### config.mk
export PLATFORM = sky130hd
export DESIGN_NAME = vec_lane
export DESIGN_NICKNAME = d
export VERILOG_FILES = /design/src/vec_pkg.sv /design/src/vec_lane.sv
export SDC_FILE = /design/constraint.sdc
export NUM_CORES = 1
export LEC_CHECK = 0
export ABC_AREA = 1
export BUFFER_PORTS_ARGS = -buffer_cell sky130_fd_sc_hd__buf_2
export CAP_MARGIN = 20
export CELL_PAD_IN_SITES_DETAIL_PLACEMENT = 0
export CELL_PAD_IN_SITES_GLOBAL_PLACEMENT = 1
export CORE_ASPECT_RATIO = 1.5
export CORE_MARGIN = 5
export CORE_UTILIZATION = 49
export CTS_BUF_LIST = sky130_fd_sc_hd__clkbuf_16
export DETAILED_ROUTE_END_ITERATION = 10
export GPL_TIMING_DRIVEN = 0
export PLACE_DENSITY_LB_ADDON = 0.1
export SETUP_SLACK_MARGIN = 0.3
export SLEW_MARGIN = 20
export SYNTH_ARGS = -nofsm -noshare
export SYNTH_HDL_FRONTEND = slang
export SYNTH_SLANG_ARGS = --single-unit
### constraint.sdc
create_clock -name clk -period 13 [get_ports clk]
set_input_delay 0.65 -clock clk [delete_from_list [all_inputs] [get_ports clk]]
set_output_delay 0.65 -clock clk [all_outputs]
set_load 0.01 [all_outputs]
### src/vec_pkg.sv
package vec_pkg;

    // the register-file address width is sized so a vector length fits the counters
    localparam int RF_AW = 5;
    localparam int DW = 32; // element width
    localparam int MEM_AW = 8; // 256 words of data memory

    // one opcode names the instruction in flight
    typedef enum logic [2:0] {
        OP_NONE      = 3'd0,
        OP_VLE32     = 3'd1, // memory to vector registers
        OP_VSE32     = 3'd2, // vector registers to memory
        OP_VMACC     = 3'd3, // vw[i] += vr1 * vr2[i]
        OP_STREAMOUT = 3'd4  // vr1[i] + vr2[i] out on the stream strobe
    } vec_op_e;

    // the sequencer either waits for start or steps the element counters
    typedef enum logic {
        ST_IDLE  = 1'b0,
        ST_COUNT = 1'b1
    } seq_state_e;

endpackage

### src/vec_lane.sv
`timescale 1ns/1ns

module vec_lane #(
    parameter int DW = vec_pkg::DW
) (
    input  logic             clk,
    input  logic             rst,
    input  vec_pkg::vec_op_e op,
    input  logic             rd_step,
    input  logic [DW-1:0]    vr1_data,
    input  logic [DW-1:0]    vr2_data,
    input  logic [DW-1:0]    vw_data,
    input  logic [DW-1:0]    eng_rdata,   // memory word for vle32 one cycle after the read
    output logic             wb_we,
    output logic [DW-1:0]    wb_data,
    output logic             stall_wr,
    output logic [DW-1:0]    st_data,
    output logic [DW-1:0]    stream_data,
    output logic             stream_valid
);
    import vec_pkg::*;

    logic          wr_op;
    logic          res_valid; // a result for the register file is ready
    logic [DW-1:0] prod_q;    // low DW bits of vr1 * vr2[i]
    logic [DW-1:0] sum_q;     // stream element

    assign wr_op = (op == OP_VLE32) || (op == OP_VMACC);

    always_ff @(posedge clk) begin
        if (rst) begin
            res_valid    <= 1'b0;
            stream_valid <= 1'b0;
        end else begin
            res_valid    <= rd_step && wr_op;
            stream_valid <= rd_step && (op == OP_STREAMOUT);
        end
    end

    always_ff @(posedge clk) begin
        prod_q <= vr1_data * vr2_data;
        sum_q  <= vr1_data + vr2_data;
    end

    // the accumulator is read at the write index in the write-back cycle itself,
    // so vw[i] is added to the registered product right before it is overwritten
    assign wb_we    = res_valid;
    assign wb_data  = (op == OP_VMACC) ? vw_data + prod_q : eng_rdata;
    assign stall_wr = wr_op && !res_valid; // bubble while the pipeline is empty

    assign st_data     = vr2_data; // vse32 stores the vr2 range
    assign stream_data = sum_q;

endmodule

# Word-level counts from Yosys, hierarchy flattened
# Index checks and enable logic that the tools add are counted.
[totals]
register_bits = 66
inputBits = 134
[classes]
n_addsub = 2
mul = 1
n_eq_ne = 3
mux = 1
n_reduce_logical = 5
[ops]
columns = ["op", "count"]
rows = [
  ["adder 32 bit", 2],
  ["multiplier 32 x 32 -> 32 bit", 1],
  ["2-to-1 mux 32 bit", 1],
  ["equality test 3 x 1 -> 1 bit (second input constant)", 1],
  ["equality test 3 x 2 -> 1 bit (second input constant)", 1],
  ["equality test 3 bit (second input constant)", 1],
  ["logical AND 1 bit", 3],
  ["logical NOT 1 bit", 1],
  ["logical OR 1 bit", 1],
]

# Depth between registers and ports, before layout
[depth]
word_depth = 3
mapped_depth = 33
ltp_nobuf = 31

# Worst setup path after synthesis
# No wires, ideal clock.
[synth_path]
path_type = "in2reg"
start = "input port vr2_data[2]"
end = "register prod_q[31]"
setup_ns = 0.112
t_arrival_ns = 6.579
required_ns = 12.888
slack_ns = 6.309
path_stages = 26
n_path_buf = 2
cell_sequence = "clkbuf_1 > buf_1 > nand2_1 > fa_1 > inv_1 > fa_1 > inv_1 > fa_1 > inv_1 > fa_1 > fa_1 > inv_1 > fa_1 > inv_1 > fa_1 > fa_1 > ha_1 > inv_1 > nor3_1 > nand2_1 > nor4_1 > nand2_1 > nand2_1 > inv_1 > nand3_1 > nand2_1"
[synth_between]
elab_chain_len = 1
[synth_lines]
columns = ["item", "line", "source"]
rows = [
  ["start: declaration", "vec_lane.sv:11", "input logic [DW-1:0] vr2_data,"],
  ["multiplier 32 x 32 -> 32 bit", "vec_lane.sv:41", "prod_q <= vr1_data * vr2_data;"],
  ["end signal: assignment", "vec_lane.sv:41", ""],
  ["end: declaration", "vec_lane.sv:25", "logic [DW-1:0] prod_q;"],
]
# Every way passes these cells.
# A chain may end at the register's enable or synchronous reset.

# Worst setup path after layout
[layout_path]
start = "input port vr2_data[2]"
end = "register prod_q[28]"
# The elaborated chain is that of the path after synthesis.

==> metrics.cfg <==
[placed_design]
gp_congestion=1.00
place_worst_setup_slack_ns=4.38
placement.io_buffers=232
hpwlAfterDp_microns=73400

[drt]
drt_wl_total_microns=85100
drtIter0Drc=1126
drc=0
ant_nets=0
dr.pass1.iters=6
vias_per_cell=5.25
vias=20400
wl_per_cell_microns=21.9

[grt]
grt_util_all_layers_pct=34.1
grt_pass1_vias=21600
antenna_found_initial=0
grt_pass1_wl_microns=125000
grt_max_degree=15
grt.overflow.total=0

[yosys]
synth_fp_nets=3780
synth_common_cells=nand2_1 (851), inv_1 (849), fa_1 (410)
synth_edf_count=0
synth_top_area_share_pct=37.0
ys_warn_count=0
avgSynthCellArea_sq_um=7.27
synthCells=3051
synth-main-ff-cell=dfxtp_1
synth_area_leaders=fa_1 (37%), nand2_1 (14%), inv_1 (14%)
synth.distinct_cells=45
syn_area_sq_um=22200
synth.largest_area_cell=fa_1
ys_ff_latch=66
yosysMostFrequentCell=nand2_1
ys_async_sr_fraction_pct=0
yosysSeqAreaShare_pct=5.96

[clock_tree]
cts_resized=0
cts_root_buf=clkbuf_16
cts.path.max_buffers=2
numCtsBuffers=9
cts_tree=done
postCtsHoldBufs=0
clkSinkCount=66
htreeDepth=3
clkTransAtPathRegs_ns=0.07
cts_setup_buffers=0

[floorplan]
rows=95
coreArea_sq_um=44800
die_w_microns=184
die-area_sq_um=49700
start_util_pct=49.5
die-height_microns=271
ioPinCount=233

[critical_path]
worstSetupEndpointType=flip-flop
cp-start-kind=input pin
crit_path_max_fanout=10
worstSetupPathType=input pin to flip-flop
crit_required_ns=13.31
worst_ep_arrival_time_ns=8.63

[worst_hold_path]
hp-start=rst
hold_path_depth=2
worst_hold_path.endpoint=stream_valid$_SDFF_PP0_
hp-class=input pin to flip-flop

[timing]
period_needed_ns=8.33
finalCritPeriodShare_pct=64.0
slew_violations=0
fmax_mhz=120
holdWs_ns=0.431
tns_ns=0
layout_setup_ws_ns=4.67
setup_viol=0
worst_pin_slew_ns=1.12
rsz0062_at_grt=false
finalHoldViolCount=0
relSlewSlack_pct=25.6

[finish]
drive_above_1_share_pct=10.2
fillers=4562
diodes=0
regArea_sq_um=1320
nNetsFinal=4023
multi_input_area_sq_um=17000
syn2layout_area_growth_pct=9.90

[status]
status=finished clean

[job]
cap_violations=0

-- cell type report --
cell class	count	share of cell area (%)
tap	582	2.99
clock inverter	7	0.334
multi-input combinational	1995	69.6
inverter	850	13.1
clock buffer	9	0.924
buffer	140	2.90
sequential	66	5.42
timing repair buffer	232	4.76
-- metal layers --
| metal | track usage [%] | routed length (microns) | vias up |
|---|---|---|---|
| li1 | - | - | 9337 |
| met3 | 4.09 | 4550 | 289 |
| met4 | 26.1 | 8280 | 0 |
| met5 | 0 | 0 | - |
| met2 | 64.4 | 45300 | 838 |
| met1 | 32.9 | 27000 | 9913 |
-- worst max-delay path by stage --
stage	start	to	slack, ns	cells past startpoint
final	vr2_data[2]	prod_q[28]$_DFF_P_	4.67	26
after global routing	vr2_data[2]	prod_q[28]$_DFF_P_	4.39	26
after CTS	vr2_data[2]	prod_q[28]$_DFF_P_	4.77	26
after detailed placement	vr2_data[2]	prod_q[28]$_DFF_P_	4.38	26
after global placement	vr2_data[2]	prod_q[28]$_DFF_P_	4.45	26
after floorplan	vr2_data[2]	prod_q[31]$_DFF_P_	6.31	26
-- state kept, by name (all words and copies together), names as in the netlist --
name,cells
prod_q,32
stream_data,32
stream_valid,1
wb_we,1
-- logic make-up (layout without fill, tap and decap cells) --
kind of cell / Yosys count / count (layout) / synth area share (%)
AND/OR/NAND/NOR: 1091 / 1091 / 19.7
buffers and inverters: 990 / 1238 / 17.6
adder cells (fa/ha/maj): 595 / 595 / 47.4
AO/OA/AOI/OAI: 232 / 232 / 6.26
XOR/XNOR: 77 / 77 / 3.04
flip-flops: 66 / 66 / 5.96
-- stage by stage --
stage,instances,util [%],cell area [sq um]
finish,3881,54.4,24400
floorplan,3051,-,22200
global route,3881,54.4,24400
detailed placement,3865,53.7,24100
CTS,3881,54.4,24400
global placement,3865,53.7,24100
-- critical path, cell delays in order --
cell and delay (ns):
buf_2 0.14, clkbuf_1 0.48, buf_1 0.71, nand2_1 0.12, inv_1 0.12, fa_1 0.38, inv_1 0.08, fa_1 0.45
fa_1 0.52, fa_1 0.55, inv_1 0.05, fa_1 0.50, inv_1 0.06, fa_1 0.59, inv_1 0.07, fa_1 0.45
fa_1 0.46, ha_1 0.44, a21oi_1 0.24, o21ai_0 0.10, a31oi_1 0.42, nand3_1 0.42, nand2_1 0.15, nand2_1 0.09
a21oi_1 0.20, xor2_1 0.16
-- layout by cell type, fill, tap and decap left out, types with 14 or more instances in the layout --
master / count
nand2_1: 851
inv_1: 849
fa_1: 410
buf_2: 248
ha_1: 185
nand3_1: 88
nor2_1: 86
a21oi_1: 84
clkbuf_1: 76
dfxtp_1: 66
o21ai_0: 60
xor2_1: 53
buf_4: 43
xnor2_1: 24
nor3_1: 18
a31oi_1: 14
Power is left out: the tool's default activity adds up to more than one toggle a clock period on the data nets, which glitch-free logic cannot reach.
