File: config.mk
export PLATFORM = sky130hd
export DESIGN_NAME = vec_regfile
export DESIGN_NICKNAME = d
export VERILOG_FILES = /design/src/vec_pkg.sv /design/src/vec_regfile.sv
export SDC_FILE = /design/constraint.sdc
export NUM_CORES = 2
export LEC_CHECK = 0
export ABC_CLOCK_PERIOD_IN_PS = 5190
export BUFFER_PORTS_ARGS = -buffer_cell sky130_fd_sc_hd__clkbuf_2
export CAP_MARGIN = 30
export CELL_PAD_IN_SITES_DETAIL_PLACEMENT = 1
export CELL_PAD_IN_SITES_GLOBAL_PLACEMENT = 1
export CORE_MARGIN = 2
export CORE_UTILIZATION = 52
export DETAILED_ROUTE_END_ITERATION = 16
export PLACE_DENSITY_LB_ADDON = 0.25
export SLEW_MARGIN = 10
export SYNTH_ARGS = -nofsm -noshare
export SYNTH_HDL_FRONTEND = slang
export SYNTH_SLANG_ARGS = --single-unit
File: constraint.sdc
create_clock -name clk -period 5.19 [get_ports clk]
set_input_delay 1.038 -clock clk [delete_from_list [all_inputs] [get_ports clk]]
set_output_delay 1.038 -clock clk [all_outputs]
set_load 0.02 [all_outputs]
File: src/vec_pkg.sv
package vec_pkg;

    // the register-file address width is sized so a vector length fits the counters
    localparam int RF_AW = 5;
    localparam int DW = 32; // element width
    localparam int MEM_AW = 8; // 256 words of data memory

    // one opcode names the instruction in flight
    typedef enum logic [2:0] {
        OP_NONE      = 3'd0,
        OP_VLE32     = 3'd1, // memory to vector registers
        OP_VSE32     = 3'd2, // vector registers to memory
        OP_VMACC     = 3'd3, // vw[i] += vr1 * vr2[i]
        OP_STREAMOUT = 3'd4  // vr1[i] + vr2[i] out on the stream strobe
    } vec_op_e;

    // the sequencer either waits for start or steps the element counters
    typedef enum logic {
        ST_IDLE  = 1'b0,
        ST_COUNT = 1'b1
    } seq_state_e;

endpackage

File: src/vec_regfile.sv
`timescale 1ns/1ns

module vec_regfile #(
    parameter int RF_AW = vec_pkg::RF_AW,
    parameter int DW    = vec_pkg::DW
) (
    input  logic             clk,
    input  logic             rst,
    input  logic [RF_AW-1:0] vr1_addr,
    input  logic [RF_AW-1:0] vr2_addr,
    input  logic [RF_AW-1:0] vw_addr,
    input  logic             wb_we,
    input  logic [DW-1:0]    wb_data,
    output logic [DW-1:0]    vr1_data,
    output logic [DW-1:0]    vr2_data,
    output logic [DW-1:0]    vw_data
);

    logic [DW-1:0] regs [2**RF_AW]; // one element per entry

    always_ff @(posedge clk) begin
        if (rst) begin
            for (int i = 0; i < 2**RF_AW; i++) regs[i] <= '0;
        end else if (wb_we) begin
            regs[vw_addr] <= wb_data; // write port shares the vw address
        end
    end

    // asynchronous reads so the lane sees an element in its read cycle
    assign vr1_data = regs[vr1_addr];
    assign vr2_data = regs[vr2_addr];
    assign vw_data  = regs[vw_addr]; // old value for the vmacc accumulate

endmodule

Yosys cells after proc, flatten, opt, wreduce, memory -nomap -nowiden
Memories as Yosys holds them, arrays and structs flattened. Cells that the tools add are included.

Bits in registers: 0. Bits of input ports: 50. Bits in writable memories: 1024. Logic and storage cells: 10. Output and inout bits: 96. Memories: 1.

Memory list: regs (words 32, width 32, rd ports 3, clocked after memory_dff 0, wr ports 32, line vec_regfile.sv:19) `logic [DW-1:0] regs [2**RF_AW];`.

Mux-type cells: 8. Reductions and logical operators: 1.

Operator list (number): two-way mux 32 bit (1); OR reduction 32 bit (1); two-way mux 1 bit (6); two-way mux 5 bit (1).

Logic depth before layout (Yosys ltp)
Depth in word-level cells: 5. Gate-level depth with buffers: 8. Mapped depth without buffers: 5.

Least setup slack after synthesis
OpenSTA, ideal clock, no wires.

Path type: input-to-output. Start: input vw_addr[1]. End: output vw_data[15]. Stages on the path: 6. Path slack: 1.663 ns. Arrival time: 2.489 ns. Data required time: 4.152 ns. Path buffers: 3. Cell sequence: buf_2 buf_2 clkbuf_1 mux4_2 a22oi_1 nand4_1.

Word-level cells in the longest chain between the ends: 1.

Ends and longest elaborated chain: start: declaration (line vec_regfile.sv:11) `input logic [RF_AW-1:0] vw_addr,`; memory read (32 x 32 bit); end: declaration (line vec_regfile.sv:16) `output logic [DW-1:0] vw_data`.

Every way passes these cells.

Final worst setup path
Start: input vw_addr[0]. End: output vw_data[9].

Same word-level chain as after synthesis.

==> impl.org <==
** Power
- Internal Dissipation :: ~15000 uW
- Of the total power, the share spent switching nets is around 29%.
- Part of the power in the clock network :: a little under two fifths
- Per report_power, the combinational group accounts for about 16% of the total.
- The share of total power dissipated in sequential elements is between 40 and 50%.
- Maximum vdd drop :: around 0.35 mV
- For this design the static power due to leakage is roughly 0.027 uW.
- For this design the total switching power over the nets is 6261 uW.
- For this design the ratio of total power to cell area is approximately 310 nW/um^2.

** Critical path
- Signal arrival time at the worst endpoint :: approximately 3.5 ns
- Slowest stage delay, CP :: 0.57 ns
- Slowest stage cell on the critical path :: mux4_2
- Cells along the critical path :: buf_8, buf_4, mux4_2, a22oi_1, nand4_1, clkbuf_2
- The worst setup path is launched from an input port.
- Critical path required time :: a little over 4 ns
- Along the worst path, the maximum fanout reaches between 40 and 50.
- The worst setup path is of the in2out kind.
- Category of the worst setup path capture point :: output pin

** Logic synthesis
- Summing every instance area after synthesis gives between 60000 and 70000 sq um.
- Largest cells by area after synthesis :: edfxtp_1 48%, mux2i_1 16%, and2_1 10%
- Share of synthesized area occupied by flip-flops and latches :: 48.42%
- Mean post-synth cell area :: ~12 sq um
- Cells after synthesis :: ~5200
- For this run, the number of Yosys warnings is 0.
- Counting distinct cell types in the post-synthesis netlist gives 33.
- The largest total area in the synthesized netlist belongs to edfxtp_1.
- The top cell type by area accounts for between 40% and 50% of the synthesized area.
- Syn_nets :: between 5000 and 6000
- Synth Register Bits :: 1024

** STA
- Static timing analysis puts the maximum clock frequency at 222.4 MHz.
- Headroom to the max-slew limit came out at approximately a quarter.
- Setup violation total in the final timing report :: 0
- Of the available clock period, the critical path in the final layout requires ~87%.
- Clock period minus worst slack :: 4.496 ns
- Actual transition at the worst max-transition pin :: between 1 and 1.5 ns
- Setup repair after global routing left no endpoint under its margin.
- The final-report max-slew violation count came to 0.
- Slack of the critical path :: roughly 0.69 ns
- Setup total negative slack on the finished layout was measured at 0 ns.
- The number of endpoints with negative hold slack in the final report came to 0.

** Final layout
- The register with the most flip-flops in the layout has 1024 of them.
- In the final layout, flip-flops and latches occupy a little over 30000 sq um.
- Area of the multi-input gates :: roughly 30000 sq um
- For this run, the number of standard cells in the final layout without fillers is 6868.
- The area growth from synthesis to layout is 10.89%.
- Final core utilization :: 57.94%
- Final net count :: 5168
- Number of inserted filler cells in the final layout :: roughly 12000
- Of the cells placed in the final design, the portion with a size suffix greater than 1 is ~17%.
- Reg with most FFs :: regs
- The largest registers in the layout are regs (1024).

** GRT
- Initial antenna violation count :: 26
- Entering global routing, the biggest net connects between 80 and 90 pins.
- The first global-routing pass estimated 377.3 mm of wire.
- Global Route Usage Sum :: a little over two fifths
- Remaining Overflow, GRT :: 0
- The number of global-route vias before repair came to 51090.

** Routing
- For this block, the initial DRC count from the detailed router was 7986.
- In the routed design, unresolved DRC markers number 0.
- 1st-pass router iterations :: 6
- Via density per instance :: about 7.4
- Antenna Nets Post-Route :: 0
- DR vias :: about 51000
- Average wire per standard cell :: a little under 40 um
- Summed over all layers, the routed wires come to roughly 270 mm.

** Floorplan
- Count of boundary I/O pins :: around 150
- The initial utilization of the core area, before any placement, comes to between 50% and 60%.
- The die is between 300 and 400 um tall.
- Area of the placeable core :: roughly 120000 sq um
- In this run the core area contains 128 standard-cell rows.
- The die covers between 100000 and 150000 sq um.
- The die is ~350 um wide.

** Clocking
- Clock net sink count :: between 1000 and 1500
- Clock tree from TritonCTS :: yes
- In this run the deepest clock path goes through 3 buffers.
- Buffers inserted during clock tree synthesis total around 120.
- Post-cts hold buffer count :: 0
- H-tree lvl count :: 3
- Clock-pin transition on the worst setup and hold timing paths :: roughly 0.060 ns
- Root buffer cell :: clkbuf_16
- In this run the post-CTS setup repair buffer count came out at 0.
- Total of cells resized after clock tree synthesis :: 0

** Placed design
- Before CTS, the worst setup slack after placement is roughly 0.74 ns.
- During placement, the flow inserted port buffers numbering 145.
- The congestion estimate from routability-driven global placement came to between 0.8 and 0.9.
- Half-perimeter wire length after placement :: between 150 and 200 mm
- Placed cell count :: around 6600

** Run
- Max-cap violations in this run came to 0.

** Hold path
- Worst min-delay path category :: in2reg

** Status
- The flow ran to the end, and the final reports show no timing, DRC or antenna violations.
## layout by cell type, fill, tap and decap left out, types with 3 or more instances in the layout
cell type	count
bufinv_16	6
nand3_1	193
a22o_1	128
nor2b_4	4
nand4_1	32
mux2i_1	1024
clkinv_4	3
diode_2	26
inv_6	3
clkinvlp_4	4
and2_1	1024
clkinv_1	27
nor2_4	36
clkbuf_16	119
nor2_1	3
a22oi_1	320
buf_4	162
or2_4	6
nor3_1	64
clkbuf_2	141
nand2_1	197
clkinv_2	29
mux4_1	11
buf_12	73
a31oi_1	64
nand2b_2	4
or2_2	30
buf_8	4
a21oi_1	192
clkbuf_1	24
edfxtp_1	1024
mux4_2	245
## Yosys cell counts (all sizes together)
cell and n:
a22o 128, a21oi 192, nand4 32, buf 208
a31oi 64, and3b 1, nor2 39, nand3 193
or2 36, nor3 65, nand4b 1, and3 1
a22oi 320, nor2b 4, or3b 2, mux4 256
mux2i 1024, nand2 199, or3 2, nor3b 1
clkbuf 330, edfxtp 1024, and2 1028, nand3b 1
nand2b 5
## metal layers
| layer | vias up | track usage (%) | part of all wire (%) |
|---|---|---|---|
| li1 | 19520 | - | - |
| met1 | 25620 | 53.18 | 35 |
| met2 | 4541 | 62.70 | 44 |
| met3 | 1168 | 12.91 | 14 |
| met4 | 10 | 28.05 | 7.3 |
| met5 | - | 1.396 | 0.075 |
## final timing paths
check                  start                       end  cells after the start  slack [ns]
setup / recovery  vw_addr[0]                vw_data[9]                      6        0.69
hold / removal    wb_data[2]  regs[7][2]$_SDFFCE_PN0P_                      2        0.95
## area by class of cell
class	instances	share of cell area [%]
repair buffers	382	4.967
flip-flops and latches	1024	43.66
well taps	1625	2.887
clock inverters	74	0.7692
clock buffers	143	4.356
multi-input cells	3594	43.27
diodes	26	0.09238
## through the flow
step	instance area (sq um)	hold slack, ns	power, uW
4_1_cts	70360	0.9175	21420
3_3_place_gp	66680	1.685	13330
5_1_grt	70380	1.003	21950
3_5_place_dp	66750	1.708	13450
6_report	70430	0.9491	21570
2_1_floorplan	63510	1.236	12040
## worst max-delay path: cells and delay by family
kind | cells | cell delay, ns
AO/OA/AOI/OAI | 1 | 0.27
buffers and inverters | 3 | 1.19
multiplexers | 1 | 0.57
AND/OR/NAND/NOR | 1 | 0.34
## kinds of logic after synthesis
logic type / Yosys count / synth area share, %
AO/OA/AOI/OAI: 704 / 7.691
buffers and inverters: 538 / 4.023
flip-flops: 1024 / 48.42
multiplexers: 1280 / 25.28
AND/OR/NAND/NOR: 1610 / 14.59
## power groups by stage
stage	combinational, uW	sequential (uW)	clock, uW
5_1_grt	3560	10000	8380
3_3_place_gp	3260	10100	0
6_report	3480	9980	8110
3_5_place_dp	3340	10100	0
2_1_floorplan	2090	9950	0
4_1_cts	3370	9950	8100
No activity file was read; power rests on OpenSTA's default activity.
