<file path="src/vec_pkg.sv">
package vec_pkg;

    // the register-file address width is sized so a vector length fits the counters
    localparam int RF_AW = 5;
    localparam int DW = 32; // element width
    localparam int MEM_AW = 8; // 256 words of data memory

    // one opcode names the instruction in flight
    typedef enum logic [2:0] {
        OP_NONE      = 3'd0,
        OP_VLE32     = 3'd1, // memory to vector registers
        OP_VSE32     = 3'd2, // vector registers to memory
        OP_VMACC     = 3'd3, // vw[i] += vr1 * vr2[i]
        OP_STREAMOUT = 3'd4  // vr1[i] + vr2[i] out on the stream strobe
    } vec_op_e;

    // the sequencer either waits for start or steps the element counters
    typedef enum logic {
        ST_IDLE  = 1'b0,
        ST_COUNT = 1'b1
    } seq_state_e;

endpackage

</file>
<file path="src/dmem_arbiter.sv">
`timescale 1ns/1ns

module dmem_arbiter #(
    parameter int MEM_AW = vec_pkg::MEM_AW,
    parameter int DW     = vec_pkg::DW
) (
    input  vec_pkg::vec_op_e          op,
    input  logic                      rd_step,
    input  logic [vec_pkg::RF_AW-1:0] rd_idx,
    input  logic [MEM_AW-1:0]         mem_base,
    input  logic [DW-1:0]             st_data,
    input  logic                      host_en,
    input  logic                      host_we,
    input  logic [MEM_AW-1:0]         host_addr,
    input  logic [DW-1:0]             host_wdata,
    input  logic [DW-1:0]             mem_rdata,
    output logic                      stall_rd,
    output logic                      mem_en,
    output logic                      mem_we,
    output logic [MEM_AW-1:0]         mem_addr,
    output logic [DW-1:0]             mem_wdata,
    output logic [DW-1:0]             eng_rdata,
    output logic [DW-1:0]             host_rdata
);
    import vec_pkg::*;

    logic mem_op; // the current instruction needs the memory port

    assign mem_op   = (op == OP_VLE32) || (op == OP_VSE32);
    assign stall_rd = host_en && mem_op; // host has fixed priority

    always_comb begin
        if (host_en) begin
            mem_en    = 1'b1;
            mem_we    = host_we;
            mem_addr  = host_addr;
            mem_wdata = host_wdata;
        end else begin
            mem_en    = rd_step && mem_op;
            mem_we    = rd_step && (op == OP_VSE32); // store lands in the read cycle
            mem_addr  = mem_base + MEM_AW'(rd_idx);
            mem_wdata = st_data;
        end
    end

    // one read bus goes back to both peers and each samples only after its own read
    assign eng_rdata  = mem_rdata;
    assign host_rdata = mem_rdata;

endmodule

</file>
<file path="config.mk">
export PLATFORM = sky130hd
export DESIGN_NAME = dmem_arbiter
export DESIGN_NICKNAME = d
export VERILOG_FILES = /design/src/vec_pkg.sv /design/src/dmem_arbiter.sv
export SDC_FILE = /design/constraint.sdc
export NUM_CORES = 1
export LEC_CHECK = 0
export ABC_AREA = 1
export ABC_CLOCK_PERIOD_IN_PS = 2300
export BUFFER_PORTS_ARGS = -buffer_cell sky130_fd_sc_hd__buf_2
export CORE_AREA = 2 2 89 91
export DETAILED_ROUTE_END_ITERATION = 8
export DIE_AREA = 0 0 91 93
export SYNTH_ARGS = -nofsm -noshare
export SYNTH_HDL_FRONTEND = slang
export SYNTH_SLANG_ARGS = --single-unit
</file>
<file path="constraint.sdc">
create_clock -name vclk -period 2.3
set_input_delay 0.46 -clock vclk [all_inputs]
set_output_delay 0.46 -clock vclk [all_outputs]
set_load 0.02 [all_outputs]
</file>
== Word level (Yosys, flattened, before mapping) ==
Cells that the tools add are included.
Storage, ports and cells
  bits in registers: 0
  output and inout port bits: 107
  word-level logic and storage cells: 11
Operators by class
  add/sub/neg operators: 1
  equal/unequal tests: 2
  mux-type cells: 4
  reductions and logical operators: 4
Operator list (number)
  $mux 32: 1
  $add 8x5->8: 1
  $mux 8: 1
  $eq 3x1->1 const B: 1
  $eq 3x2->1 const B: 1
  $logic_and 1x1->1: 3
  $mux 1: 2
  $logic_or 1x1->1: 1

== Longest topological paths before layout ==
Gate-level depths: netlist of run 1.
  depth in word-level cells: 4
  depth in mapped cells: 11

== Worst setup path after synthesis of run 1 ==
OpenSTA, ideal clock, no wires.
  kind: input to output
  from: input port rd_idx[0] in the netlist's numbering
  to: output port mem_addr[4]
  data arrival time: 1.617 ns
  slack: 0.223 ns
  stages on the path: 8
  buffers on the path: 0
  cells stage by stage: ha_1 -> inv_1 -> fa_1 -> inv_1 -> nand2_1 -> nand2_1 -> a21oi_1 -> o21ai_1
On the way
  longest elaborated chain between the ends: 2
Ends and longest elaborated chain
  start, declared: line dmem_arbiter.sv:9  | input logic [vec_pkg::RF_AW-1:0] rd_idx,
  $add 8x5->8: line dmem_arbiter.sv:41  | mem_addr = mem_base + MEM_AW'(rd_idx);
  $mux 8: line dmem_arbiter.sv:33  | if (host_en) begin
  end, declared: line dmem_arbiter.sv:20  | output logic [MEM_AW-1:0] mem_addr,
No other way between the ends.

== Final worst setup path of run 1 ==
  from: input port rd_idx[0] in the netlist's numbering
  to: output port mem_addr[6]
Same word-level chain as after synthesis.

==> results of run 1 <==
[critical path: cells and delay by family]
family                     cells  cell delay, ns
buffers and inverters          4            0.38
adders and majority gates      2            0.46
and+or+nand+nor                7            0.43
[synthesized netlist by cell type (all sizes together)]
master  instances  area [µm²]
clkinv          1        3.75
o21bai          1        18.8
inv            10        37.5
o21ai           5        25.0
fa              1        20.0
ha              5        62.6
nor3b           2        15.0
or2             2        17.5
buf            73         528
a21oi           2        10.0
nor2            7        28.8
nand3          12        75.1
nand2         130         490
[per-layer routing]
layer | part of all wire [%] | wire [µm] | vias to the layer above
met2 | 49 | 1940 | 105
met3 | 11 | 442 | 31
met1 | 35 | 1380 | 654
li1 | - | - | 823
met5 | 0 | 0 | -
met4 | 5.5 | 218 | 0
[metrics by stage]
stage / TNS [ns] / cells / area (µm²) / utilization, % / hold WS [ns]
detailed placement: -0.0507 / 416 / 1630 / 21.7 / 0.920
global route: 0 / 416 / 1660 / 22.0 / 0.920
finish: 0 / 416 / 1660 / 22.0 / 0.920
CTS: 0 / 416 / 1650 / 21.9 / 0.920
global placement: -0.0307 / 416 / 1630 / 21.7 / 0.920
floorplan: 0 / 251 / 1330 / - / 1.03
[cell type report]
cell class / instances / area, µm² / share of cell area, %
Timing Repair Buffer: 136 / 701 / 42.3
Multi-Input combinational cell: 167 / 788 / 47.5
Tap cell: 102 / 128 / 7.70
Inverter: 11 / 41.3 / 2.49
[final timing paths]
kind | startpoint | end | slack (ns) | cells after the start
max | rd_idx[0] | mem_addr[6] | 0.13 | 13
min | mem_rdata[26] | eng_rdata[26] | 0.92 | 0
[timing repair]
item,4_1_cts,5_1_grt
pin swaps,1,1
setup endpoints to repair,2,2
gates resized for setup,4,4
[cells by family (layout without fill, tap and decap cells)]
kind of cell | after synthesis | count (layout) | share of synthesized area, %
AO/OA/AOI/OAI | 8 | 8 | 4.04
adder cells (fa/ha/maj) | 6 | 6 | 6.20
buffers and inverters | 84 | 147 | 42.7
AND/OR/NAND/NOR | 153 | 153 | 47.0
[power groups by stage]
stage	combinational, mW	sequential [mW]	clock, mW
after floorplan	0.379	0	0
after global placement	0.372	0	0
after detailed placement	0.378	0	0
after CTS	0.383	0	0
after global routing	0.426	0	0
final	0.380	0	0
==> run_results.csv, run 1 <==
group,metric,value,unit
status,status,"finished clean",
route,drt-wirelength-per-cell,9.58,µm
timing,worstMarginPinSlew,0.408,ns
synthesis,synth_cell_types,19,
timing,drv_slew,0,
route,vias_per_cell,3.88,
grt,use_met3,1.85,%
place,place.gp.congestion,0.712,
grt,grt.met2_usage,15.9,%
place,dp_slack,-0.0485,ns
grt,antenna_found_initial,0,
job,drv_cap,0,
critical_path,crit_chain,"buf_2, ha_4, inv_1, fa_2, inv_2, nand2_2, nand2_4, nand3_2, nand2_1, nand2_1, nand3_1, nand2_1, buf_4",
floorplan,die_width,91,µm
power_and_ir_drop,internal_power,0.159,mW
layout,drive_gt1_share,47.8,%
timing,fin_crit_sh,94.2,%
timing,setup_slack,0.133,ns
critical_path,max_stage_delay,0.33,ns
grt,grt.met1_usage,8.93,%
timing,rsz0062_at_grt,"false",
layout,syn_to_final_growth,24.4,%
power_and_ir_drop,p_sw_share,58.3,%
critical_path,criticalPathCategory,"input port to output pin",
min_path,hold_class,"input port to output pin",
layout,nClkBuffers,0,
layout,layout.nets,445,
critical_path,cp_max_fo,3,
synthesis,synth_area,1330,µm²
route,ant_nets,0,
clock_network,cts_setup_buffers,0,
floorplan,core,7530,µm²
power_and_ir_drop,p_seq_share,0,%
synthesis,ys_seq_area_share,0,%
power_and_ir_drop,p_comb_share,100.0,%
floorplan,die_y,93,µm
critical_path,crit_arrival,1.71,ns
power_and_ir_drop,p_switching,0.222,mW
critical_path,crit_top_cell,"nand2_1",
grt,overflow,0,
power_and_ir_drop,p_clk_share,0,%
power_and_ir_drop,power,0.380,mW
critical_path,startpoint_type,"input port",
synthesis,synth_fp_nets,380,
place,hpwlAfterDp,3.39,mm
critical_path,cp-end-kind,"output pin",
layout,seqCellArea,0,µm²
synthesis,syn_avg_cell_area,5.31,µm²
power_and_ir_drop,pwr_density_cell,229,nW/µm²
grt,grt_pass1_vias,1465,
floorplan,start_util,17.7,%
floorplan,core.rowCount,32,
layout,antenna_cells,0,
route,drt_iter0_markers,41,
floorplan,die_area,8460,µm²
layout,final_common_cell,"buf_2",
grt,track_usage,8.59,%
grt,top_usage_layer,"met2",
power_and_ir_drop,peakVddDrop,0.0649,mV
critical_path,crit_required,1.84,ns
grt,grt_max_degree,43,
clock_network,hold_buffers,0,
timing,setup_violations,0,
synthesis,synth_cells,251,
place,numPortBuffers,134,
timing,max_slew_margin,72.8,%
route,routed_wirelength,3.99,mm
layout,n_fill_cell,898,
timing,fmax,461,MHz
timing,period_needed,2.17,ns
grt,grt_pass1_wl,6.29,mm
route,drcViolationCount,0,
route,dr.pass1.iters,4,
layout,final_cell_mix,"buf_2, nand2_1, nand3_1",
route,vias,1613,
timing,hold_viol,0,
power_and_ir_drop,leakage,1.09,nW
floorplan,pin_count,230,
critical_path,slowest_stage,"fa_2",
synthesis,yosysWarnings,0,
layout,seq_cell_count,0,
Power figures use the tool's default switching activity.
==> run 2: changes to the inputs <==
--- a/config.mk
+++ b/config.mk
@@ -11,6 +11,7 @@
 export CORE_AREA = 2 2 89 91
 export DETAILED_ROUTE_END_ITERATION = 8
 export DIE_AREA = 0 0 91 93
+export PLACE_DENSITY_LB_ADDON = 0.05
 export SYNTH_ARGS = -nofsm -noshare
 export SYNTH_HDL_FRONTEND = slang
 export SYNTH_SLANG_ARGS = --single-unit
==> run 2 against run 1 <==
Effect of this change:
- wire length rose by 17%
- design area increased by 1.7%
- final cell count rose by 0.72%
- first-iteration DRC count shrank 61%
- sequential cell count is the same
- via count shrank 3.0%
- non-clock buffer count up 3
- utilization up 0.37 points
- total power grew 1.7%
- critical path depth stayed put
- count of clock-buffer cells in the layout did not move
- combinational power grew 2%
- largest cell class unchanged
- largest power group unchanged
- highest routed layer is now met5
==> run_results.csv, run 2 (synthesis gave the netlist of run 1 again) <==
group,metric,value,unit
layout,final_cell_mix,"buf_2, nand2_1, inv_1, nand3_1, nor2_1",
route,ant_nets,0,
route,drt_iter0_markers,16,
grt,antenna_found_initial,1,
timing,fin_crit_sh,95.5,%
critical_path,criticalPathCategory,"input port to output pin",
place,placed_cells,419,
critical_path,crit_required,1.84,ns
route,drt-wirelength-per-cell,11.1,µm
power_and_ir_drop,peakVddDrop,0.0777,mV
critical_path,cp-end-kind,"output pin",
critical_path,critPathBufInv,4,
timing,worstMarginPinSlew,0.439,ns
grt,grt_pass1_wl,7.05,mm
timing,max_slew_margin,70.7,%
layout,n_fill_cell,926,
floorplan,die_area,8460,µm²
critical_path,path_delay_family,"simple AND/OR/NAND/NOR gates",
layout,instances_no_fill,419,
timing,rsz0062_at_grt,"false",
layout,seqCellArea,0,µm²
grt,track_usage,10.1,%
clock_network,cts_setup_buffers,0,
route,vias_per_cell,3.73,
min_path,whs_path_depth,0,
place,place.gp.congestion,0.652,
power_and_ir_drop,pwr_density_cell,230,nW/µm²
timing,setup_slack,0.104,ns
grt,grt_pass1_vias,1509,
floorplan,core.rowCount,32,
critical_path,crit_top_cell,"nand2_2",
critical_path,startpoint_type,"input port",
min_path,hold_class,"input port to output pin",
critical_path,crit_chain,"buf_2, ha_4, inv_2, fa_2, inv_2, nand2_2, nand2_2, nand3_2, nand2_1, nand2_1, nand3_2, nand2_2, buf_6",
place,dp_slack,-0.00282,ns
critical_path,max_stage_delay,0.34,ns
timing,finalSetupTns,0,ns
layout,antenna_cells,0,
route,drcViolationCount,0,
layout,syn_to_final_growth,26.5,%
critical_path,slowest_stage,"fa_2",
min_path,holdPathEnd,"host_rdata[11]",
layout,final_common_cell,"buf_2",
floorplan,die_width,91,µm
route,vias,1564,
min_path,hold_start,"mem_rdata[11]",
power_and_ir_drop,leakage,1.11,nW
job,drv_cap,0,
critical_path,cp_max_fo,3,
floorplan,core,7530,µm²
layout,fin_util,22.4,%
place,hpwlAfterDp,3.88,mm
timing,hold_viol,0,
grt,overflow,0,
route,dr.pass1.iters,4,
floorplan,start_util,17.7,%
floorplan,die_y,93,µm
layout,seq_cell_count,0,
timing,fmax,455,MHz
status,status,"finished clean",
layout,nClkBuffers,0,
critical_path,crit_arrival,1.74,ns
timing,hold_slack,0.920,ns
place,numPortBuffers,134,
timing,period_needed,2.20,ns
floorplan,pin_count,230,
layout,layout.nets,448,
timing,setup_violations,0,
route,routed_wirelength,4.67,mm
timing,drv_slew,0,
grt,grt_max_degree,43,
layout,drive_gt1_share,49.5,%
[run 2: worst max path at each step]
| stage | from | end | cells past startpoint |
|---|---|---|---|
| floorplan | rd_idx[0] | mem_addr[4] | 8 |
| global placement | rd_idx[0] | mem_addr[6] | 12 |
| finish | mem_base[0] | mem_addr[6] | 13 |
| detailed placement | rd_idx[0] | mem_addr[6] | 12 |
| global route | mem_base[0] | mem_addr[6] | 13 |
| CTS | rd_idx[0] | mem_addr[6] | 12 |
[run 2: per-stage QoR]
step | area (µm²) | power [mW]
floorplan | 1330 | 0.379
global route | 1690 | 0.431
CTS | 1640 | 0.385
detailed placement | 1640 | 0.381
finish | 1690 | 0.387
global placement | 1640 | 0.385
[run 2: cell type report]
| type | instances | area (µm²) | share of cell area, % |
|---|---|---|---|
| inverters | 11 | 41.3 | 2.45 |
| well taps | 102 | 128 | 7.57 |
| multi-input cells | 167 | 796 | 47.2 |
| repair buffers | 139 | 721 | 42.8 |
[run 2: layer usage]
layer / GRT usage (%) / routed length (µm)
met3: 2.26 / 526
met1: 11.1 / 1700
met5: 0 / 13
met2: 18.3 / 2170
met4: 4.67 / 249
[run 2: where the power goes]
| group | total (mW) | internal [mW] | switching, mW |
|---|---|---|---|
| logic | 0.387 | 0.162 | 0.225 |
| clock network | 0 | 0 | 0 |
| registers | 0 | 0 | 0 |
| total | 0.387 | 0.162 | 0.225 |
[run 2: repair_timing]
action,4_1_cts,5_1_grt
hold buffers,0,0
pin swaps,0,5
gates resized for setup,1,12
setup endpoints to repair,1,2
