File: src/vec_pkg.sv
package vec_pkg;

    // the register-file address width is sized so a vector length fits the counters
    localparam int RF_AW = 5;
    localparam int DW = 32; // element width
    localparam int MEM_AW = 8; // 256 words of data memory

    // one opcode names the instruction in flight
    typedef enum logic [2:0] {
        OP_NONE      = 3'd0,
        OP_VLE32     = 3'd1, // memory to vector registers
        OP_VSE32     = 3'd2, // vector registers to memory
        OP_VMACC     = 3'd3, // vw[i] += vr1 * vr2[i]
        OP_STREAMOUT = 3'd4  // vr1[i] + vr2[i] out on the stream strobe
    } vec_op_e;

    // the sequencer either waits for start or steps the element counters
    typedef enum logic {
        ST_IDLE  = 1'b0,
        ST_COUNT = 1'b1
    } seq_state_e;

endpackage

File: src/vec_addr_seq.sv
`timescale 1ns/1ns

module vec_addr_seq #(
    parameter int RF_AW = vec_pkg::RF_AW
) (
    input  logic             clk,
    input  logic             rst,
    input  logic             start,     // one-cycle pulse that also loads vlen
    input  vec_pkg::vec_op_e op,
    input  logic [RF_AW-1:0] vlen,
    input  logic [RF_AW-1:0] vr1_base,
    input  logic [RF_AW-1:0] vr2_base,
    input  logic [RF_AW-1:0] vw_base,
    input  logic             stall_rd,  // memory taken by the host this cycle
    input  logic             stall_wr,  // no result ready to write back
    output logic [RF_AW-1:0] vr1_addr,
    output logic [RF_AW-1:0] vr2_addr,
    output logic [RF_AW-1:0] vw_addr,
    output logic [RF_AW-1:0] rd_idx,
    output logic             rd_step,   // an element is read in this cycle
    output logic             done       // one-cycle pulse at the final event
);
    import vec_pkg::*;

    seq_state_e       state;
    seq_state_e       state_nx;
    logic [RF_AW-1:0] last_q;  // vlen minus one, latched at start
    logic [RF_AW-1:0] rd_cnt;
    logic [RF_AW-1:0] wr_cnt;
    logic             rd_fin;  // all elements have been read
    logic             wr_side;
    logic             rd_last;
    logic             wr_step;
    logic             wr_last;

    // the write side only counts for ops that put results into the register file
    assign wr_side = (op == OP_VLE32) || (op == OP_VMACC);

    assign rd_step = (state == ST_COUNT) && !rd_fin && !stall_rd;
    assign rd_last = rd_step && (rd_cnt == last_q);
    assign wr_step = (state == ST_COUNT) && wr_side && !stall_wr;
    assign wr_last = wr_step && (wr_cnt == last_q);

    // loads and vmacc finish on their last write, the others on their last read
    assign done = wr_side ? wr_last : rd_last;

    always_comb begin
        state_nx = state;
        case (state)
            ST_IDLE:  if (start) state_nx = ST_COUNT;
            ST_COUNT: if (done) state_nx = ST_IDLE;
            default:  state_nx = ST_IDLE;
        endcase
    end

    always_ff @(posedge clk) begin
        if (rst) begin
            state  <= ST_IDLE;
            last_q <= '0;
            rd_cnt <= '0;
            wr_cnt <= '0;
            rd_fin <= 1'b0;
        end else begin
            state <= state_nx;
            if (start) begin
                last_q <= vlen - 1'b1;
                rd_cnt <= '0;
                wr_cnt <= '0;
                rd_fin <= 1'b0;
            end else begin
                if (rd_last) rd_fin <= 1'b1; // read index parks on the last element
                else if (rd_step) rd_cnt <= rd_cnt + 1'b1;
                if (wr_step && !wr_last) wr_cnt <= wr_cnt + 1'b1; // held while stall_wr is high
            end
        end
    end

    // vmacc keeps the scalar operand register in place
    assign vr1_addr = (op == OP_VMACC) ? vr1_base : vr1_base + rd_cnt;
    assign vr2_addr = vr2_base + rd_cnt;
    assign vw_addr  = vw_base + wr_cnt; // read and written at the same index
    assign rd_idx   = rd_cnt;

endmodule

File: config.mk
export PLATFORM = sky130hd
export DESIGN_NAME = vec_addr_seq
export DESIGN_NICKNAME = d
export VERILOG_FILES = /design/src/vec_pkg.sv /design/src/vec_addr_seq.sv
export SDC_FILE = /design/constraint.sdc
export NUM_CORES = 1
export LEC_CHECK = 0
export BUFFER_PORTS_ARGS = -buffer_cell sky130_fd_sc_hd__buf_2
export CORE_MARGIN = 2
export CORE_UTILIZATION = 50
export CTS_CLUSTER_SIZE = 25
export DETAILED_ROUTE_END_ITERATION = 7
export PLACE_DENSITY = 0.81
export SETUP_SLACK_MARGIN = 0.5
export SLEW_MARGIN = 10
export SYNTH_ARGS = -nofsm -noshare
export SYNTH_HDL_FRONTEND = slang
export SYNTH_SLANG_ARGS = --single-unit
export TNS_END_PERCENT = 50
File: constraint.sdc
create_clock -name clk -period 4.8 [get_ports clk]
set_input_delay 0.96 -clock clk [delete_from_list [all_inputs] [get_ports clk]]
set_output_delay 0.96 -clock clk [all_outputs]
set_load 0.02 [all_outputs]
* After elaboration in Yosys (flattened, before gate mapping)
Index checks and enable logic that the tools add are counted.
** Word-level totals
- Memories :: 0
- Latch bits :: 0
- Bits in registers :: 17
- ROM bits :: 0
- Memory bits (writable) :: 0
** Operators by class
- Reduce and logical (&&, ||, !) cells :: 14
- Add/sub/neg operators :: 6
- Muxes and demuxes :: 5
- Multiply operators :: 0
- $lt $le $gt $ge :: 0
- Shifts and indexed selects :: 0
- Div/mod/pow operators :: 0
- Bitwise operators :: 2
- Eq/ne operators :: 4
** Operators by type and width (number)
- $add 5x5->5 :: 3
- $add 5x1->5 const B :: 2
- $eq 5x5->1 :: 2
- $logic_and 1x1->1 :: 7
- $mux 5 :: 1
- $sub 5x1->5 const B :: 1
- $logic_not 1->1 :: 4
- $eq 3x1->1 const B :: 1
- $eq 3x2->1 const B :: 1
- $mux 1 :: 3
- $not 1->1 :: 2
- $pmux 1 s2 :: 1
- $reduce_and 2->1 :: 1
- $reduce_or 2->1 :: 1
- $logic_or 1x1->1 :: 1

* Logic depth before layout (Yosys ltp)
Gate-level depths: netlist of the first run.
- Depth in word-level cells :: 8
- Depth in mapped cells :: 8
- Mapped depth without buffers :: 8

* Least setup slack after synthesis of the first run
OpenSTA, ideal clock, no wires.
- Kind :: input to output
- Start point :: in vr1_base[0]
- End point :: out vr1_addr[4]
- Stages on the path :: 8
- Slack :: 1422 ps
- Required time :: 3840 ps
- Arrival :: 2418 ps
- Path through :: ha_1 > inv_1 > fa_1 > nor2b_1 > o21a_1 > nor3_1 > a211oi_1 > xor2_1
** Between the ends
- Word-level cells in the longest chain between the ends :: 2
** RTL lines
- start, declared :: RTL line vec_addr_seq.sv:11 : input logic [RF_AW-1:0] vr1_base,
- $add 5x5->5 :: RTL line vec_addr_seq.sv:79 : assign vr1_addr = (op == OP_VMACC) ? vr1_base : vr1_base + rd_cnt;
- $mux 5 :: RTL line vec_addr_seq.sv:79
- end, declared :: RTL line vec_addr_seq.sv:16 : output logic [RF_AW-1:0] vr1_addr,
No other way between the ends.

* Worst setup path after layout of the first run
Ends and elaborated chain as after synthesis.

==> run metrics, run 1 <==
PwrDens approximately 180 mW/mm²; cell taking the most area after synthesis dfxtp_1; Final Slew Violations 0; Setup crit start kind primary input; fin nets 260; Worst Path Required 3.84 ns; r2r worst-path depth 5; CTS buffer count 3; CP Capture Point vr1_addr[4]; CTS Sinks 17; chip height around 57 µm; Maximum Capacitance Violations 0; largest net degree at the start of global routing 14; share of layout cells above drive strength 1 around 28%; register area share after synthesis 24.7%; Post-Syn Instances ~160; first-pass GRT wire length 4780 µm; VDD IR max 163 µV; Via Count ~1300; Top Usage Layer GRT met2; PnR worst setup slack roughly 1.3 ns; antenna-violating nets left 0; crit-path max FO 2; CTS tree done; CTS Hold Bufs 0; r2r endpoint state; reg2reg start rd_idx[0]; count leader, synth xnor2_1; Critical Path AT around 2.5 ns; row count 19; Layout area overhead 21.7%; Seq cells post-synth 17; Top-Level Pins 50; Comb pwr share about a quarter; clock share of power about a quarter; Pleak 0.802 nW; Syn Area/Cell 8.46 µm²; drt via density between 5 and 6; Post-synth top cells xnor2_1 (20), dfxtp_1 (17), inv_1 (16), ha_1 (15), a21oi_1 (13); internal cell power 0.214 mW; fin crit share 72.9%; grt met3 use under 10%; reg2reg setup slack 3.23 ns; Crit Path Category in2out; pin slew with the least headroom to its limit 0.367 ns; post_cts resized 0; setup_tns 0 ns; final hold vios 0; Layout Skew slightly below 0.008 ns; number of global-route vias before repair about 1200; die area between 0.003 and 0.004 mm²; hold path depth 1; area share of the leading cell type in the synthesized netlist about a quarter; fmax 286 MHz; Critical path origin vr1_base[0]; Top FF cell, synth dfxtp_1; TritonRoute pass-1 iters 4; switching portion of total power 30.6%; Layout fillers 259; register area approximately 340 µm²; H-tree depth 1; EDFF count, synth 0; M2 GR Usage roughly a third; DRT iter0 DRCs 36; hpwl dp 2270 µm; Reg power frac between 40% and 50%; Synthesized Nets about 210; WL per Instance around 11 µm; Post-Syn Area roughly 0.0014 mm²; Netlist cell types 29; Worst slew margin 75.5%; RSZ-0062 raised after global routing false; switching power roughly 0.094 mW; CTS clk-pin slew, worst paths around 0.09 ns; setup repair bufs after CTS 0; outcome completed; Die X-Extent around 57 µm; worst skew pair latency approximately 0.3 ns; clk buf depth 2; warning count from the yosys run 0; Area contributors post-synth dfxtp_1 (25%), ha_1 (14%), xnor2_1 (13%), a21oi_1 (4.7%), fa_1 (4.4%); Antenna diodes 0; crit end category output pin; GRT Overall Usage approximately a fifth; Port Buf Inserts 49; pre-CTS setup slack ~1.3 ns; post-layout min period around 3.5 ns; core area 0.00269 mm²; area of the multi-input gates 958 µm²; Initial Util a little over 50%; CTS root buffer clkbuf_4; DRT Wirelength ~2700 µm; met1 GRT Util between 20% and 30%; Final Setup Violations 0; ys async rst share 0%; worst hold-check path type reg2reg; DRC 0; global route total overflow 0; RePlAce Congestion 0.723; total chip power slightly above 0.3 mW; initial antenna violation count 0; worst hold margin 0.501 ns
[routing by layer]
metal  up-vias  wire length [µm]
li1        661                 -
met1       573              1230
met2        35              1330
met3         5               139
met4         0                48
met5         -                 0
[cell families (layout without fill, tap and decap cells)]
kind of cell | Yosys count | after routing | share of synthesized area (%)
xor gates and xnor gates | 26 | 26 | 16.5
muxes | 2 | 2 | 1.63
AOI/OAI and AO/OA | 38 | 38 | 17.8
DFF | 17 | 17 | 24.7
adders and majority gates | 18 | 18 | 18.0
buffers and inverters | 20 | 70 | 5.81
and+or+nand+nor | 42 | 42 | 15.6
[sequential cells by signal, indices dropped and copies added, names as in the netlist]
name	count
rd_idx	5
last_q	5
state	1
rd_fin	1
wr_cnt	5
[metrics by stage]
| step | std cells | instance area [µm²] | util (%) |
|---|---|---|---|
| after floorplan | 163 | 1380 | - |
| after global placement | 240 | 1650 | 61.5 |
| after detailed placement | 240 | 1650 | 61.5 |
| after CTS | 244 | 1680 | 62.5 |
| after global routing | 244 | 1680 | 62.5 |
| final | 244 | 1680 | 62.5 |
[how the worst min path moves through the flow]
stage | from | endpoint | slack, ns
finish | rd_fin | rd_fin | 0.50
global route | rd_fin | rd_fin | 0.51
CTS | rd_fin | rd_fin | 0.50
detailed placement | rd_fin | rd_fin | 0.46
global placement | rd_fin | rd_fin | 0.45
floorplan | rd_fin | rd_fin | 0.44
[final cells by class]
| class | instances | share of cell area, % |
|---|---|---|
| repair buffers | 49 | 14.6 |
| well taps | 31 | 2.31 |
| inverters | 17 | 4.10 |
| multi-input cells | 126 | 57.1 |
| clock buffers | 4 | 1.57 |
| flip-flops and latches | 17 | 20.3 |
[cell usage in the layout, fill, tap and decap left out, types with 7 or more instances in the layout]
cell,n
buf_2,49
xnor2_1,20
nand3_1,8
inv_1,16
nor2_1,12
dfxtp_1,17
or3_1,7
o21ai_0,8
a21oi_1,13
ha_1,15
[power by group through the flow]
| stage | clock, mW | combinational, mW | sequential, mW |
|---|---|---|---|
| finish | 0.0772 | 0.0807 | 0.151 |
| floorplan | 0 | 0.0547 | 0.153 |
| global placement | 0 | 0.0797 | 0.154 |
| global route | 0.0818 | 0.0894 | 0.152 |
| CTS | 0.0773 | 0.0816 | 0.151 |
| detailed placement | 0 | 0.0812 | 0.154 |
[critical path, cell delays in order]
cell	delay [ns]
buf_2	0.09
ha_1	0.16
inv_1	0.05
fa_1	0.40
nor2b_1	0.14
o21a_1	0.14
nor3_1	0.05
a211oi_1	0.21
xor2_1	0.16
buf_2	0.17
(Power assumes the default switching activity.)
==> inputs of run 2 (changes only) <==
- CORE_UTILIZATION: 50 -> 49
- PLACE_DENSITY: 0.81 -> 0.79
- clock period: 4.8 -> 3.7 ns (I/O delays scaled with it)
==> run 2 against run 1 <==
Combinational power is 29% higher. Worst setup slack worse by 0.64 ns. Clock power is 32% higher. First-iteration DRC count is 50% lower. Hold slack worse by 0.018 ns. Via count is 1.6% lower. Flip-flop and latch count stayed put. Global-route usage is 1.2 points lower. Sequential share of layout area hardly changed. Register-to-register slack worse by 1.1 ns. Power is 30% higher. Largest cell class unchanged.
==> run metrics, run 2 (synthesis results as in run 1) <==
outcome completed; global route total overflow 0; VDD IR max approximately 200 µV; Pleak 0.810 nW; Largest delay share family, worst path adder cells; Top-Level Pins 50; fin crit share a little over 80%; CTS Hold Bufs 0; crit-path max FO 2; r2r worst-path depth 5; number of global-route vias before repair ~1100; chip height 57.0 µm; max incr delay on CP approximately 0.39 ns; final hold vios 0; Maximum Capacitance Violations 0; Hold Path Origin rd_fin; Antenna diodes 0; core area approximately 0.0027 mm²; crit end category output pin; hpwl dp ~2200 µm; slowest cell on the critical path fa_1; fmax approximately 330 MHz; Setup crit start kind primary input; r2r endpoint state; reg2reg start rd_idx[2]; setup_tns 0 ns; Via Count about 1300; CTS Sinks 17; Worst Path Required approximately 3.0 ns; most frequent cells in the layout buf_2 (49), xnor2_1 (20), inv_1 (16), dfxtp_1 (16), ha_1 (15); worst path cell trace buf_2, ha_1, inv_1, fa_1, nor2b_1, o21a_1, nor3_1, a211oi_1, xor2_1, buf_2; DRC 0; PnR worst setup slack 0.656 ns; CTS tree done; Layout area overhead 22.4%; DRT Wirelength 2640 µm; Crit Path Category in2out; Critical Path AT 2.30 ns; DRT iter0 DRCs 18; most common cell after layout, fill and taps aside buf_2; CTS buffer count 3; H-tree depth 1; reg2reg setup slack roughly 2.1 ns; RSZ-0062 raised after global routing false; Worst slew margin ~77%; area of the multi-input gates about 960 µm²; CTS root buffer clkbuf_4; Hold Path Sink rd_fin; fin nets around 260; cell with the most instances on the worst path buf_2; drt via density 5.11; Die X-Extent 57.0 µm; worst hold-check path type reg2reg; CTS clk-pin slew, worst paths ~0.10 ns; largest net degree at the start of global routing 14; Initial Util about half; antenna-violating nets left 0; RePlAce Congestion 0.785; Critical path origin vr1_base[0]; Final Slew Violations 0; register area roughly 340 µm²; row count 19; TritonRoute pass-1 iters 4; Layout Skew approximately 0.0011 ns; hold path depth 1; Final Setup Violations 0; initial antenna violation count 0; Layout fillers approximately 260; Crit. path cell count 10; crit path buf inv count 3; pre-CTS setup slack around 0.65 ns; post-layout min period roughly 3.0 ns; die area approximately 0.0033 mm²; worst skew pair latency about 0.29 ns; worst hold margin ~0.48 ns; WL per Instance roughly 11 µm; clk buf depth 2; Port Buf Inserts 49; share of layout cells above drive strength 1 29.4%; GRT Overall Usage between 15 and 20%; PwrDens approximately 240 mW/mm²; first-pass GRT wire length 4640 µm; pin slew with the least headroom to its limit 0.340 ns
-- run 2: cell types whose count changed in the layout (fill, tap and decap cells not counted), sizes merged --
| cell | before | now |
|---|---|---|
| clkinv | 1 | 2 |
| buf | 49 | 50 |
| clkbuf | 4 | 3 |
-- run 2: metal layers --
| metal | track usage (%) | wire (µm) | part of all wire (%) | vias to the layer above |
|---|---|---|---|---|
| met5 | 0 | 0 | 0 | - |
| met4 | 7.64 | 33 | 1.3 | 0 |
| met3 | 2.27 | 100 | 3.8 | 5 |
| met2 | 28.6 | 1280 | 49 | 31 |
| met1 | 23.0 | 1220 | 46 | 556 |
| li1 | - | - | - | 661 |
-- run 2: power breakdown --
group / switching, mW / internal [mW]
Combinational: 0.0569 / 0.0469
Clock: 0.0615 / 0.0403
Sequential: 0.00686 / 0.189
Total: 0.125 / 0.276
-- run 2: layout make-up --
cell class                      count  share of cell area (%)
Multi-Input combinational cell    126                    56.8
Sequential cell                    17                    20.2
Timing Repair Buffer               50                    15.0
Inverter                           17                    4.08
Tap cell                           31                    2.30
Clock buffer                        3                    1.33
Clock inverter                      1                   0.297
-- run 2: through the flow --
stage | cell area (µm²) | std cells | total power, mW | util, %
global placement | 1660 | 241 | 0.303 | 61.2
floorplan | 1380 | 163 | 0.269 | -
CTS | 1690 | 245 | 0.403 | 62.2
finish | 1690 | 245 | 0.401 | 62.3
detailed placement | 1660 | 241 | 0.304 | 61.2
global route | 1690 | 245 | 0.426 | 62.3
-- run 2: repair_timing --
item | CTS | global route
resized for setup | 0 | 1
buffers inserted | 0 | 0
setup endpoints to repair | 0 | 1
-- run 2: worst reg2reg max path, cell delays in order (launching register included) --
cell	delay [ns]
dfxtp_1	0.49
xnor2_1	0.15
nand3_1	0.14
or2_2	0.31
o31ai_1	0.29
nor3_1	0.09
-- run 2: worst max path at each step --
stage	end	slack (ns)
after global placement	vr1_addr[4]	0.67
after global routing	vr1_addr[4]	0.52
after CTS	vr1_addr[4]	0.55
after floorplan	vr1_addr[4]	0.76
final	vr1_addr[4]	0.66
after detailed placement	vr1_addr[4]	0.65
==> inputs of run 3 (changes only) <==
- clock period: 3.7 -> 3.05 ns (I/O delays scaled with it)
==> run 3 against run 2 <==
Hold slack improved by 0.0037 ns. Critical path type unchanged. Critical endpoint unchanged. Count of clock-buffer cells in the layout rose by 1. Worst setup slack got worse by 0.25 ns. Core utilization rose by 3.0 points. First-iteration DRC count rose by 17%. Highest routed layer is now met3. Clock skew barely moved. Register-to-register slack got worse by 0.68 ns. Cell count rose by 1.2%. Global-route usage rose by 0.82 points. Combinational power rose by 28%.
==> run metrics, run 3 (synthesis results as in run 1) <==
outcome completed; CTS buffer count 3; crit path buf inv count 3; GRT Overall Usage 18.2%; final hold vios 0; total chip power a little under 0.5 mW; Critical Path AT between 2 and 2.5 ns; Post-Place Cells roughly 240; Die X-Extent approximately 57 µm; Initial Util 50.9%; worst hold-check path type reg2reg; chip height approximately 57 µm; internal cell power approximately 0.34 mW; crit-path max FO 2; die area between 0.003 and 0.004 mm²; worst skew pair latency around 0.28 ns; CTS Hold Bufs 0; CTS clk-pin slew, worst paths approximately 0.1 ns; DRT iter0 DRCs 21; Port Buf Inserts a little under 50; final instance area 0.00177 mm²; fmax between 300 and 400 MHz; Via Count approximately 1300; Antenna diodes 0; fin nets ~260; Crit Path Category in2out; Maximum Capacitance Violations 0; max incr delay on CP approximately 0.34 ns; clk buf depth 2; PwrDens between 200 and 300 mW/mm²; core area roughly 0.0027 mm²; Non-Filler Instances between 200 and 250; RSZ-0062 raised after global routing true; hpwl dp approximately 2200 µm; post-layout min period about 2.6 ns; CTS tree done; Worst Path Required around 2.4 ns; Worst slew margin 76.5%; Layout Skew around 0.0015 ns; DRC 0; Reg power frac between 40% and 50%; first-pass GRT wire length just under 5000 µm; worst hold margin 0.486 ns; share of layout cells above drive strength 1 between 30% and 40%; Top-Level Pins 50; Largest delay share family, worst path adder cells; Final Setup Violations 0; clock share of power about a quarter; Setup crit start kind primary input; Comb pwr share a little over a quarter; initial antenna violation count 0; Pleak around 0.83 nW; most frequent cells in the layout buf_2 (46), xnor2_1 (20), inv_1 (15), dfxtp_1 (14), ha_1 (13); most common cell after layout, fill and taps aside buf_2; pin slew with the least headroom to its limit around 0.35 ns; antenna-violating nets left 0; RePlAce Congestion roughly 0.8; drt via density 5.04; largest net degree at the start of global routing 14; switching power around 0.15 mW; global route total overflow 0; TritonRoute pass-1 iters 4; row count 19; H-tree depth 1; Layout area overhead 28.3%; crit end category output pin; area post-placement 0.00166 mm²; WL per Instance ~11 µm; fin crit share around 87%; worst path cell trace buf_6, ha_4, inv_2, fa_2, nor2b_1, o21a_1, nor3_2, a211oi_2, xor2_1, buf_4; Final Slew Violations 0; VDD IR max 190 µV; slowest cell on the critical path fa_2; CTS root buffer clkbuf_4; switching portion of total power between 30 and 40%; number of global-route vias before repair 1146; DRT Wirelength roughly 2800 µm; CTS Sinks 17; setup_tns 0 ns
## run 3: changes by cell type in the layout (fill, tap and decap cells not counted), sizes merged
cell	change
clkinv	-1
buf	+3
clkbuf	+1
## run 3: area by class of cell
type | instances | area [µm²]
Clock buffer | 4 | 26.3
Tap cell | 31 | 38.8
Fill cell | 238 | 941
Multi-Input combinational cell | 126 | 1000
Inverter | 17 | 68.8
Sequential cell | 17 | 347
Timing Repair Buffer | 53 | 287
## run 3: worst paths after layout
| kind | start | end | slack [ns] | cells past startpoint |
|---|---|---|---|---|
| max | vr1_base[0] | vr1_addr[4] | 0.41 | 10 |
| min | rd_fin | rd_fin | 0.49 | 1 |
| max reg2reg | rd_idx[0] | state | 1.43 | 6 |
| min reg2reg | rd_fin | rd_fin | 0.49 | 1 |
## run 3: repair_timing
| action | 4_1_cts | 5_1_grt |
|---|---|---|
| pin swaps | 4 | 4 |
| endpoints found under the setup margin | 3 | 5 |
| resized for setup | 9 | 5 |
| buffers inserted | 2 | 1 |
| cloned | 0 | 0 |
## run 3: routing by layer
| layer | GRT usage [%] | wire length, µm | up-vias |
|---|---|---|---|
| met5 | 0 | 0 | - |
| met4 | 4.32 | 0 | 0 |
| met3 | 2.72 | 176 | 0 |
| met2 | 30.7 | 1300 | 37 |
| met1 | 24.7 | 1300 | 546 |
| li1 | - | - | 668 |
## run 3: stage by stage
step | util, % | setup slack [ns]
2_1_floorplan | - | 0.381
3_3_place_gp | 61.4 | 0.301
3_5_place_dp | 61.4 | 0.282
4_1_cts | 64.5 | 0.393
5_1_grt | 65.3 | 0.326
6_report | 65.3 | 0.405
## run 3: power by group through the flow
stage / clock network [mW] / logic (mW) / registers, mW
floorplan: 0 / 0.0861 / 0.241
global placement: 0 / 0.125 / 0.242
detailed placement: 0 / 0.127 / 0.242
CTS: 0.121 / 0.133 / 0.236
global route: 0.133 / 0.148 / 0.237
finish: 0.120 / 0.133 / 0.236
